--- src/verilog/router_pkg.sv ---
// router_pkg: direction codes, flit layout, fifo sizing and direction helper functions
package router_pkg;

//==============================
// direction codes
//==============================
localparam int DIR_W = 2;
localparam logic [DIR_W-1:0] NORTH = 2'd0; // y - 1
localparam logic [DIR_W-1:0] EAST  = 2'd1; // x + 1
localparam logic [DIR_W-1:0] SOUTH = 2'd2; // y + 1
localparam logic [DIR_W-1:0] WEST  = 2'd3; // x - 1

//==============================
// tile id and flit layout
//==============================
localparam int TILE_ID_W = 4;             // {y, x}
localparam int COORD_W   = TILE_ID_W / 2; // 2-bit coords, wrap at mesh edge

localparam int ADDR_W   = 16;
localparam int DATA_W   = 16;
localparam int OPCODE_W = 2;
localparam int REQ_ID_W = 4;

// fields packed from the lsb up
localparam int DATA_LSB     = 0;
localparam int ADDR_LSB     = DATA_LSB + DATA_W;
localparam int OPCODE_LSB   = ADDR_LSB + ADDR_W;
localparam int REQ_ID_LSB   = OPCODE_LSB + OPCODE_W;
localparam int NEXT_ARB_LSB = REQ_ID_LSB + REQ_ID_W; // arbiter code at the next tile
localparam int TRANS_W      = NEXT_ARB_LSB + DIR_W;  // 40 bits

// destination tile sits in the address msbs
localparam int DEST_LSB = ADDR_LSB + ADDR_W - TILE_ID_W;

//==============================
// buffering and ready vectors
//==============================
localparam int FIFO_DEPTH = 4; // power of two, pointers wrap naturally
localparam int FIFO_PTR_W = $clog2(FIFO_DEPTH);
localparam int FIFO_CNT_W = $clog2(FIFO_DEPTH + 1);

localparam int READY_W = 3;       // one bit per arbiter code except the link's own
localparam int NUM_SRC = READY_W; // input links feeding each arbiter
localparam int SRC_W   = $clog2(NUM_SRC);

// swaps north with south and east with west
function automatic logic [DIR_W-1:0] opposite_dir(input logic [DIR_W-1:0] dir);
    return dir ^ 2'b10;
endfunction

// bit position of an arbiter code in a ready vector that skips own
function automatic logic [DIR_W-1:0] skip_pos(input logic [DIR_W-1:0] own,
                                              input logic [DIR_W-1:0] code);
    return (code > own) ? code - 1'b1 : code;
endfunction

endpackage

--- src/verilog/lookahead_route.sv ---
// lookahead_route: xy choice of the arbiter code a flit uses at the tile beyond OUT_DIR
`timescale 1ns/1ps
module lookahead_route
import router_pkg::*;
#(
    parameter logic [DIR_W-1:0] OUT_DIR = NORTH
)(
    input  logic [TILE_ID_W-1:0] local_tile_id,
    input  logic [TRANS_W-1:0]   flit_in,
    output logic [TRANS_W-1:0]   flit_out  // same flit, next-arb field replaced
);

logic [COORD_W-1:0] local_x;
logic [COORD_W-1:0] local_y;
logic [COORD_W-1:0] nb_x;    // neighbor tile one hop out
logic [COORD_W-1:0] nb_y;
logic [COORD_W-1:0] dest_x;
logic [COORD_W-1:0] dest_y;
logic [DIR_W-1:0]   next_arb;

assign local_x = local_tile_id[COORD_W-1:0];
assign local_y = local_tile_id[TILE_ID_W-1:COORD_W];
assign dest_x  = flit_in[DEST_LSB +: COORD_W];
assign dest_y  = flit_in[DEST_LSB+COORD_W +: COORD_W];

// one hop in OUT_DIR, no edge check
always_comb begin
    nb_x = local_x;
    nb_y = local_y;
    case (OUT_DIR)
        NORTH:   nb_y = local_y - 1'b1;
        SOUTH:   nb_y = local_y + 1'b1;
        EAST:    nb_x = local_x + 1'b1;
        default: nb_x = local_x - 1'b1; // west
    endcase
end

// x first, then y, else eject at the neighbor
always_comb begin
    if (dest_x > nb_x)      next_arb = EAST;
    else if (dest_x < nb_x) next_arb = WEST;
    else if (dest_y > nb_y) next_arb = SOUTH;
    else if (dest_y < nb_y) next_arb = NORTH;
    else                    next_arb = opposite_dir(OUT_DIR); // arrival link code
end

always_comb begin
    flit_out = flit_in;
    flit_out[NEXT_ARB_LSB +: DIR_W] = next_arb;
end

endmodule

--- src/verilog/tile_fifo.sv ---
// tile_fifo: circular flit buffer with a two-free-slots ready level
`timescale 1ns/1ps
module tile_fifo
import router_pkg::*;
(
    input  logic               clk,
    input  logic               arst_n,
    input  logic               push,
    input  logic [TRANS_W-1:0] push_flit,
    input  logic               pop,
    output logic               head_valid,
    output logic [TRANS_W-1:0] head_flit,
    output logic               ready       // room for two more flits
);

logic [TRANS_W-1:0]    mem [FIFO_DEPTH];
logic [FIFO_PTR_W-1:0] wr_ptr;
logic [FIFO_PTR_W-1:0] rd_ptr;
logic [FIFO_CNT_W-1:0] count;
logic                  do_push;
logic                  do_pop;

assign head_valid = (count != '0);
assign head_flit  = mem[rd_ptr];
assign ready      = (count <= FIFO_CNT_W'(FIFO_DEPTH - 2)); // winner stage makes ready stale
assign do_push    = push && (count != FIFO_CNT_W'(FIFO_DEPTH)); // drop when full
assign do_pop     = pop && head_valid;

always_ff @(posedge clk or negedge arst_n) begin
    if (!arst_n) begin
        wr_ptr <= '0;
        rd_ptr <= '0;
        count  <= '0;
    end else begin
        if (do_push) wr_ptr <= wr_ptr + 1'b1;
        if (do_pop)  rd_ptr <= rd_ptr + 1'b1;
        case ({do_push, do_pop})
            2'b10:   count <= count + 1'b1;
            2'b01:   count <= count - 1'b1;
            default: count <= count; // idle or push with pop
        endcase
    end
end

// storage
always_ff @(posedge clk) begin
    if (do_push)
        mem[wr_ptr] <= push_flit;
end

endmodule

--- src/verilog/fifo_arb.sv ---
// fifo_arb: one output direction with per-source rewrite, fifos, round-robin and winner register
`timescale 1ns/1ps
module fifo_arb
import router_pkg::*;
#(
    parameter logic [DIR_W-1:0] OUT_DIR = NORTH
)(
    input  logic                 clk,
    input  logic                 arst_n,
    input  logic [TILE_ID_W-1:0] local_tile_id,
    //==============================
    // flits from the other links
    //==============================
    input  logic                 alloc_valid0,
    input  logic                 alloc_valid1,
    input  logic                 alloc_valid2,
    input  logic [TRANS_W-1:0]   alloc_flit0,
    input  logic [TRANS_W-1:0]   alloc_flit1,
    input  logic [TRANS_W-1:0]   alloc_flit2,
    output logic                 fifo_ready0,
    output logic                 fifo_ready1,
    output logic                 fifo_ready2,
    //==============================
    // toward the neighbor tile
    //==============================
    output logic                 winner_valid, // one-cycle pulse per flit
    output logic [TRANS_W-1:0]   winner_flit,
    input  logic [READY_W-1:0]   down_ready    // neighbor arbiters, skips our arrival code
);

logic [DIR_W-1:0]   eject_arb;  // code of the link we land on at the neighbor
logic [NUM_SRC-1:0] alloc_valid;
logic [TRANS_W-1:0] alloc_flit [NUM_SRC];
logic [TRANS_W-1:0] route_flit [NUM_SRC];
logic [NUM_SRC-1:0] fifo_ready;
logic [NUM_SRC-1:0] head_valid;
logic [TRANS_W-1:0] head_flit [NUM_SRC];
logic [NUM_SRC-1:0] eligible;
logic [NUM_SRC-1:0] pop;
logic [SRC_W-1:0]   rr_ptr;     // highest priority source
logic [SRC_W-1:0]   grant_idx;
logic               grant_any;

assign eject_arb   = opposite_dir(OUT_DIR);
assign alloc_valid = {alloc_valid2, alloc_valid1, alloc_valid0};
assign alloc_flit[0] = alloc_flit0;
assign alloc_flit[1] = alloc_flit1;
assign alloc_flit[2] = alloc_flit2;
assign fifo_ready0 = fifo_ready[0];
assign fifo_ready1 = fifo_ready[1];
assign fifo_ready2 = fifo_ready[2];

// rewrite on the way in, then buffer per source
for (genvar i = 0; i < NUM_SRC; i++) begin : g_src
    lookahead_route #(.OUT_DIR(OUT_DIR)) u_route (
        .local_tile_id (local_tile_id),
        .flit_in       (alloc_flit[i]),
        .flit_out      (route_flit[i])
    );
    tile_fifo u_fifo (
        .clk        (clk),
        .arst_n     (arst_n),
        .push       (alloc_valid[i]),
        .push_flit  (route_flit[i]),
        .pop        (pop[i]),
        .head_valid (head_valid[i]),
        .head_flit  (head_flit[i]),
        .ready      (fifo_ready[i])
    );
end

// head may go when its neighbor arbiter has room, ejection always may
always_comb begin
    logic [DIR_W-1:0] code;
    for (int i = 0; i < NUM_SRC; i++) begin
        code = head_flit[i][NEXT_ARB_LSB +: DIR_W];
        eligible[i] = head_valid[i] &&
                      ((code == eject_arb) || down_ready[skip_pos(eject_arb, code)]);
    end
end

//==============================
// round-robin pick
//==============================
always_comb begin
    int idx;
    grant_any = 1'b0;
    grant_idx = '0;
    pop       = '0;
    for (int off = 0; off < NUM_SRC; off++) begin
        idx = int'(rr_ptr) + off;
        if (idx >= NUM_SRC)
            idx = idx - NUM_SRC; // wrap source index
        if (!grant_any && eligible[idx]) begin
            grant_any = 1'b1;
            grant_idx = SRC_W'(idx);
        end
    end
    if (grant_any)
        pop[grant_idx] = 1'b1; // winner leaves its fifo
end

always_ff @(posedge clk or negedge arst_n) begin
    if (!arst_n) begin
        winner_valid <= 1'b0;
        rr_ptr       <= '0;
    end else begin
        winner_valid <= grant_any;
        if (grant_any) // next source after the winner
            rr_ptr <= (grant_idx == SRC_W'(NUM_SRC - 1)) ? '0 : grant_idx + 1'b1;
    end
end

// winner payload
always_ff @(posedge clk) begin
    if (grant_any)
        winner_flit <= head_flit[grant_idx];
end

endmodule

--- src/verilog/router.sv ---
// router: four-link mesh tile router, next-arb decode into four output arbiters
`timescale 1ns/1ps
module router
import router_pkg::*;
(
    input  logic                 clk,
    input  logic                 arst_n,
    input  logic [TILE_ID_W-1:0] local_tile_id,
    //==============================
    // north link
    //==============================
    input  logic                 in_north_valid,
    input  logic [TRANS_W-1:0]   in_north_flit,
    output logic [READY_W-1:0]   out_north_ready, // east, south, west arb
    output logic                 out_north_valid,
    output logic [TRANS_W-1:0]   out_north_flit,
    input  logic [READY_W-1:0]   in_north_ready,  // neighbor: north, east, west arb
    //==============================
    // east link
    //==============================
    input  logic                 in_east_valid,
    input  logic [TRANS_W-1:0]   in_east_flit,
    output logic [READY_W-1:0]   out_east_ready,  // north, south, west arb
    output logic                 out_east_valid,
    output logic [TRANS_W-1:0]   out_east_flit,
    input  logic [READY_W-1:0]   in_east_ready,   // neighbor: north, east, south arb
    //==============================
    // south link
    //==============================
    input  logic                 in_south_valid,
    input  logic [TRANS_W-1:0]   in_south_flit,
    output logic [READY_W-1:0]   out_south_ready, // north, east, west arb
    output logic                 out_south_valid,
    output logic [TRANS_W-1:0]   out_south_flit,
    input  logic [READY_W-1:0]   in_south_ready,  // neighbor: east, south, west arb
    //==============================
    // west link
    //==============================
    input  logic                 in_west_valid,
    input  logic [TRANS_W-1:0]   in_west_flit,
    output logic [READY_W-1:0]   out_west_ready,  // north, east, south arb
    output logic                 out_west_valid,
    output logic [TRANS_W-1:0]   out_west_flit,
    input  logic [READY_W-1:0]   in_west_ready    // neighbor: north, south, west arb
);

// a code naming the arrival link matches nothing, local core port not built
logic in_north_match_east;
logic in_north_match_south;
logic in_north_match_west;
logic in_east_match_north;
logic in_east_match_south;
logic in_east_match_west;
logic in_south_match_north;
logic in_south_match_east;
logic in_south_match_west;
logic in_west_match_north;
logic in_west_match_east;
logic in_west_match_south;

assign in_north_match_east  = in_north_valid && (in_north_flit[NEXT_ARB_LSB +: DIR_W] == EAST);
assign in_north_match_south = in_north_valid && (in_north_flit[NEXT_ARB_LSB +: DIR_W] == SOUTH);
assign in_north_match_west  = in_north_valid && (in_north_flit[NEXT_ARB_LSB +: DIR_W] == WEST);
assign in_east_match_north  = in_east_valid  && (in_east_flit[NEXT_ARB_LSB +: DIR_W]  == NORTH);
assign in_east_match_south  = in_east_valid  && (in_east_flit[NEXT_ARB_LSB +: DIR_W]  == SOUTH);
assign in_east_match_west   = in_east_valid  && (in_east_flit[NEXT_ARB_LSB +: DIR_W]  == WEST);
assign in_south_match_north = in_south_valid && (in_south_flit[NEXT_ARB_LSB +: DIR_W] == NORTH);
assign in_south_match_east  = in_south_valid && (in_south_flit[NEXT_ARB_LSB +: DIR_W] == EAST);
assign in_south_match_west  = in_south_valid && (in_south_flit[NEXT_ARB_LSB +: DIR_W] == WEST);
assign in_west_match_north  = in_west_valid  && (in_west_flit[NEXT_ARB_LSB +: DIR_W]  == NORTH);
assign in_west_match_east   = in_west_valid  && (in_west_flit[NEXT_ARB_LSB +: DIR_W]  == EAST);
assign in_west_match_south  = in_west_valid  && (in_west_flit[NEXT_ARB_LSB +: DIR_W]  == SOUTH);

//==============================
// north arbiter, src east/south/west
//==============================
fifo_arb #(.OUT_DIR(NORTH)) fifo_arb_north (
    .clk           (clk),
    .arst_n        (arst_n),
    .local_tile_id (local_tile_id),
    .alloc_valid0  (in_east_match_north),
    .alloc_valid1  (in_south_match_north),
    .alloc_valid2  (in_west_match_north),
    .alloc_flit0   (in_east_flit),
    .alloc_flit1   (in_south_flit),
    .alloc_flit2   (in_west_flit),
    .fifo_ready0   (out_east_ready[0]),  // north is bit 0 on every other link
    .fifo_ready1   (out_south_ready[0]),
    .fifo_ready2   (out_west_ready[0]),
    .winner_valid  (out_north_valid),
    .winner_flit   (out_north_flit),
    .down_ready    (in_north_ready)
);

//==============================
// east arbiter, src north/south/west
//==============================
fifo_arb #(.OUT_DIR(EAST)) fifo_arb_east (
    .clk           (clk),
    .arst_n        (arst_n),
    .local_tile_id (local_tile_id),
    .alloc_valid0  (in_north_match_east),
    .alloc_valid1  (in_south_match_east),
    .alloc_valid2  (in_west_match_east),
    .alloc_flit0   (in_north_flit),
    .alloc_flit1   (in_south_flit),
    .alloc_flit2   (in_west_flit),
    .fifo_ready0   (out_north_ready[0]),
    .fifo_ready1   (out_south_ready[1]),
    .fifo_ready2   (out_west_ready[1]),
    .winner_valid  (out_east_valid),
    .winner_flit   (out_east_flit),
    .down_ready    (in_east_ready)
);

//==============================
// south arbiter, src north/east/west
//==============================
fifo_arb #(.OUT_DIR(SOUTH)) fifo_arb_south (
    .clk           (clk),
    .arst_n        (arst_n),
    .local_tile_id (local_tile_id),
    .alloc_valid0  (in_north_match_south),
    .alloc_valid1  (in_east_match_south),
    .alloc_valid2  (in_west_match_south),
    .alloc_flit0   (in_north_flit),
    .alloc_flit1   (in_east_flit),
    .alloc_flit2   (in_west_flit),
    .fifo_ready0   (out_north_ready[1]),
    .fifo_ready1   (out_east_ready[1]),
    .fifo_ready2   (out_west_ready[2]),
    .winner_valid  (out_south_valid),
    .winner_flit   (out_south_flit),
    .down_ready    (in_south_ready)
);

//==============================
// west arbiter, src north/east/south
//==============================
fifo_arb #(.OUT_DIR(WEST)) fifo_arb_west (
    .clk           (clk),
    .arst_n        (arst_n),
    .local_tile_id (local_tile_id),
    .alloc_valid0  (in_north_match_west),
    .alloc_valid1  (in_east_match_west),
    .alloc_valid2  (in_south_match_west),
    .alloc_flit0   (in_north_flit),
    .alloc_flit1   (in_east_flit),
    .alloc_flit2   (in_south_flit),
    .fifo_ready0   (out_north_ready[2]), // west is always the top bit
    .fifo_ready1   (out_east_ready[2]),
    .fifo_ready2   (out_south_ready[2]),
    .winner_valid  (out_west_valid),
    .winner_flit   (out_west_flit),
    .down_ready    (in_west_ready)
);

endmodule

--- config.mk ---
export PLATFORM = sky130hd
export DESIGN_NAME = router
export DESIGN_NICKNAME = d
export VERILOG_FILES = /design/src/verilog/router_pkg.sv /design/src/verilog/lookahead_route.sv /design/src/verilog/tile_fifo.sv /design/src/verilog/fifo_arb.sv /design/src/verilog/router.sv
export SDC_FILE = /design/constraint.sdc
export NUM_CORES = 2
export LEC_CHECK = 0
export BUFFER_PORTS_ARGS = -buffer_cell sky130_fd_sc_hd__buf_2
export CAP_MARGIN = 20
export CORE_AREA = 2 2 374 376
export DETAILED_ROUTE_END_ITERATION = 12
export DIE_AREA = 0 0 376 378
export PLACE_DENSITY_LB_ADDON = 0.15
export SLEW_MARGIN = 15
export SYNTH_ARGS = -nofsm -noshare
export SYNTH_HDL_FRONTEND = slang
export SYNTH_HIERARCHICAL = 1
export SYNTH_SLANG_ARGS = --single-unit
--- constraint.sdc ---
create_clock -name clk -period 7.2 [get_ports clk]
set_input_delay 0.36 -clock clk [delete_from_list [all_inputs] [get_ports clk]]
set_output_delay 0.36 -clock clk [all_outputs]
set_load 0.05 [all_outputs]
==> flow_summary.json <==
{
  "path_delay_family": "flip-flops",
  "final_cells": 6484,
  "post_drt_via_cell_ratio": 6.57,
  "area_growth_pct": 9.08,
  "p_clk_frac": 0.247,
  "synthMuxAreaShare": 0.127,
  "maxSlewHeadroom": 0.234,
  "critical_path.startpoint_type": "register",
  "report.final.setup_viol": 0,
  "critical_path.reg2reg.startpoint": "fifo_arb_west/g_src[2].u_fifo/rd_ptr[0]",
  "ctsRootBufferMaster": "clkbuf_16",
  "clk_pin_slew_ns": 0.06,
  "synthDominantAreaCellType": "edfxtp_1",
  "timing.critical_path.fanout_max": 44,
  "timing.final.crit_period_ns": 5.22,
  "nets": 4813,
  "wl_per_cell_um": 33.8,
  "gr-usage-met2": 0.483,
  "cp.depth": 17,
  "worst_pin_slew_ns": 1.15,
  "switching_power_total_mw": 15.6,
  "critical_path_required_ns": 7.96,
  "critical_path.endpoint": "fifo_arb_west/g_src[0].u_fifo/count[2]",
  "worstSetupPathType": "register to register",
  "grt_first_pass_wirelength_um": 303000,
  "cpMaxStageDelayCell": "dfrtp_2",
  "worst_r2r_path_depth": 17,
  "holdWs_ns": 0.0451,
  "rsz0062_at_grt": "no",
  "synth_xor_xnor_area_share": 0.00825,
  "first_global_vias": 40700,
  "critical_path_arrival_ns": 5.98,
  "synth_top_family_by_area": "multiplexers",
  "max-cap-violations": 0,
  "gpl.final_weighted_congestion": 0.869,
  "synth.top_cells.by_area": "edfxtp_1 (70%), mux4_2 (12%), buf_4 (3.8%)",
  "cts_tree": "done",
  "grtUsageTotal": 0.311,
  "cts_buffers": 206,
  "report.final.hold_viol_count": 0,
  "max-clock-path-buffers": 3,
  "globalRouteMet1Util": 0.450,
  "period_share": 0.725,
  "portion_of_total_power_attributed_to_sequential_cells": 0.392,
  "grt_use_met3": 0.0750,
  "design.die.area_um2": 142000,
  "p_comb_frac": 0.362,
  "synth_enable_flop_cells": 2080,
  "route.vias.total": 42600,
  "detail_route.wirelength_um": 219000,
  "die_outline_height_um": 378,
  "crit_buf_inv": 3,
  "timing_max_transition_violations_final": 0,
  "total_core_area_um2": 139000,
  "fmax_mhz": 192,
  "place.detailed.hpwl_um": 141000,
  "setup_tns_ns": 0,
  "synth_sequential_area_ratio": 0.727,
  "power.static_leakage_nw": 33.8,
  "worst_case_clock_skew_ns": 0.0317,
  "ios": 358,
  "dp_cells": 5940,
  "maximum_number_of_pins_on_one_net_before_global_route_repair": 50,
  "grt_remaining_overflow": 0,
  "final_layout_size_suffix_gt1_frac": 0.286,
  "irDropWorstVdd_v": 0.000546,
  "grt_busiest_layer": "met2",
  "drc": 0,
  "port_buffers": 357,
  "timing.rr.end": "fifo_arb_west/g_src[0].u_fifo/count[2]",
  "clock_tree.htree_level_count": 4,
  "crit_path_max_incr_delay_ns": 0.99,
  "register_bit_total_from_synthesis": 2176,
  "synth_area_um2": 89200,
  "synth_simple_gate_area_frac": 0.0122,
  "post_cts.resized_instances": 0,
  "syn-mean-instance-area_um2": 20.6,
  "worst_setup_path_startpoint": "fifo_arb_west/g_src[2].u_fifo/rd_ptr[0]",
  "worstHoldPathType": "input pin to register",
  "crit_chain": "mux4_1, inv_1, ha_1, mux2i_1, o311ai_1, nor2b_1, o21ai_0, and4_2, buf_4, and2_1, o31a_1, ha_1, inv_1, fa_1, xor2_1, nor2_1, xor2_1",
  "initial_utilization": 0.644,
  "power_per_cell_area_nw_per_um2": 450,
  "rows": 137,
  "run_status": "finished clean",
  "synth-adder-area-share": 0.0196,
  "synth.top_cells.by_count": "edfxtp_1 (2,080), mux4_2 (458), buf_4 (456)",
  "synthArstFlopShare": 0.0441,
  "synth-compound-area-share": 0.0409,
  "hold_start": "in_east_flit[36]",
  "cell_internal_pwr_mw": 28.2,
  "drt_iter0_drc": 6034,
  "post_synth_inst_count": 4334,
  "synth_cell_types": 76,
  "switching_share": 0.356,
  "clk_latency_ns": 0.85,
  "synth_top_cell_area_share": 0.700,
  "reg2reg_slack_ns": 1.98,
  "antenna_left": 0,
  "syn_nets": 4647,
  "grt_antenna_before_repair": 15,
  "die_width_um": 376,
  "cts.sinks": 2176,
  "dr.pass1.iters": 5,
  "critPathCaptureType": "register",
  "yosys_warnings": 6,
  "synthFlopType": "edfxtp_1",
  "synthMostInstantiatedCell": "edfxtp_1"
}
cells by family (layout without fill, tap and decap cells):
family                     Yosys count  in the layout
other                                0              3
AOI/OAI and AO/OA                  449            449
muxes                              521            521
and+or+nand+nor                    181            181
xor gates and xnor gates            84             84
buffers and inverters              790           1130
DFF                               2176           2176
adders and majority gates          133            133
repair_timing:
item,in CTS,in global routing
setup endpoints to repair,0,0
hold buffers,147,0
setup buffers,0,0
endpoints found under the hold margin,1730,0
how the worst min path moves through the flow:
stage / end / slack [ns] / cells past startpoint
after global routing: fifo_arb_west/g_src[1].u_fifo/mem[2][36] / 0.02 / 1
after CTS: fifo_arb_west/g_src[1].u_fifo/mem[2][36] / 0.004 / 1
final: fifo_arb_west/g_src[1].u_fifo/mem[0][36] / 0.05 / 1
after detailed placement: fifo_arb_west/g_src[0].u_fifo/wr_ptr[0] / 0.40 / 1
after global placement: fifo_arb_west/g_src[0].u_fifo/wr_ptr[0] / 0.40 / 1
after floorplan: fifo_arb_east/g_src[0].u_fifo/count[0] / 0.06 / 0
power by group through the flow:
| stage | combinational, mW | sequential, mW | clock (mW) |
|---|---|---|---|
| floorplan | 10.4 | 18.5 | 0 |
| global placement | 15.3 | 17.4 | 0 |
| detailed placement | 15.6 | 17.4 | 0 |
| CTS | 15.7 | 17.1 | 10.9 |
| global route | 16.7 | 17.3 | 11.4 |
| finish | 15.8 | 17.1 | 10.8 |
cell type report:
class                           instances  area, um2
Antenna cell                            3       7.51
Tap cell                             1807       2260
Clock inverter                        108       1100
Timing Repair Buffer                  587       4060
Sequential cell                      2176      64900
Inverter                              161        604
Multi-Input combinational cell       1368      18700
Fill cell                            8337      41200
Clock buffer                          274       5650
through the flow:
step	setup WS (ns)	total power, mW	area (um2)	util
after floorplan	2.35	28.9	89200	-
after global placement	2.09	32.7	88800	0.641
after detailed placement	2.02	32.9	88800	0.641
after CTS	1.99	43.7	97000	0.700
after global routing	1.71	45.3	97300	0.702
final	1.98	43.7	97300	0.702
metal layers:
metal | part of all wire | up-vias | routed length (um)
met3 | 0.12 | 277 | 25700
met2 | 0.48 | 2466 | 104000
met5 | 0.000091 | - | 20
met4 | 0.028 | 4 | 6160
li1 | - | 17300 | -
met1 | 0.38 | 22600 | 82700
state kept, by name, indices dropped and copies added, names as in the netlist, 6 cells and up:
name / cells
fifo_arb_east/winner_flit: 40
fifo_arb_north/g_src.u_fifo/rd_ptr: 6
fifo_arb_west/g_src.u_fifo/wr_ptr: 6
fifo_arb_east/g_src.u_fifo/rd_ptr: 6
fifo_arb_south/winner_flit: 40
fifo_arb_east/g_src.u_fifo/wr_ptr: 6
fifo_arb_north/g_src.u_fifo/mem: 480
fifo_arb_north/g_src.u_fifo/wr_ptr: 6
fifo_arb_west/g_src.u_fifo/count: 9
fifo_arb_north/winner_flit: 40
fifo_arb_north/g_src.u_fifo/count: 9
fifo_arb_west/g_src.u_fifo/mem: 480
fifo_arb_west/winner_flit: 40
fifo_arb_south/g_src.u_fifo/wr_ptr: 6
fifo_arb_south/g_src.u_fifo/rd_ptr: 6
fifo_arb_east/g_src.u_fifo/mem: 480
fifo_arb_south/g_src.u_fifo/count: 9
fifo_arb_east/g_src.u_fifo/count: 9
fifo_arb_south/g_src.u_fifo/mem: 480
fifo_arb_west/g_src.u_fifo/rd_ptr: 6
worst reg2reg max path, delay by kind of cell, from the launching register on:
kind | cells | cell delay [ns]
and+or+nand+nor | 4 | 0.69
DFF | 1 | 0.99
AOI/OAI and AO/OA | 3 | 0.74
adders and majority gates | 3 | 0.83
muxes | 2 | 0.93
xor gates and xnor gates | 2 | 0.31
buffers and inverters | 3 | 0.63
placed cells by master (no fill, tap or decap), types with 9 or more instances in the layout:
cell / netlist / final
a21o_1: 164 / 164
bufinv_16: 0 / 19
nor3_1: 11 / 11
nor2b_1: 9 / 9
fa_1: 12 / 12
nor2_1: 24 / 23
clkbuf_8: 0 / 18
xnor2_1: 42 / 42
a21oi_1: 29 / 24
o31a_1: 11 / 11
mux2i_1: 19 / 19
buf_12: 44 / 9
xor2_1: 42 / 42
o21ai_0: 11 / 11
clkbuf_16: 0 / 209
a22o_1: 156 / 156
dlygate4sd3_1: 0 / 147
dfrtp_1: 96 / 74
buf_4: 456 / 71
clkinv_2: 0 / 30
nand2_1: 32 / 32
mux4_2: 458 / 458
dfrtp_2: 0 / 22
and2_2: 0 / 43
clkinv_1: 0 / 39
mux4_1: 22 / 22
edfxtp_1: 2080 / 2080
or3_1: 11 / 11
clkbuf_1: 18 / 47
ha_1: 119 / 119
inv_1: 161 / 160
o211ai_1: 14 / 14
buf_2: 76 / 356
mux2_2: 17 / 17
Power figures use the tool's default switching activity.
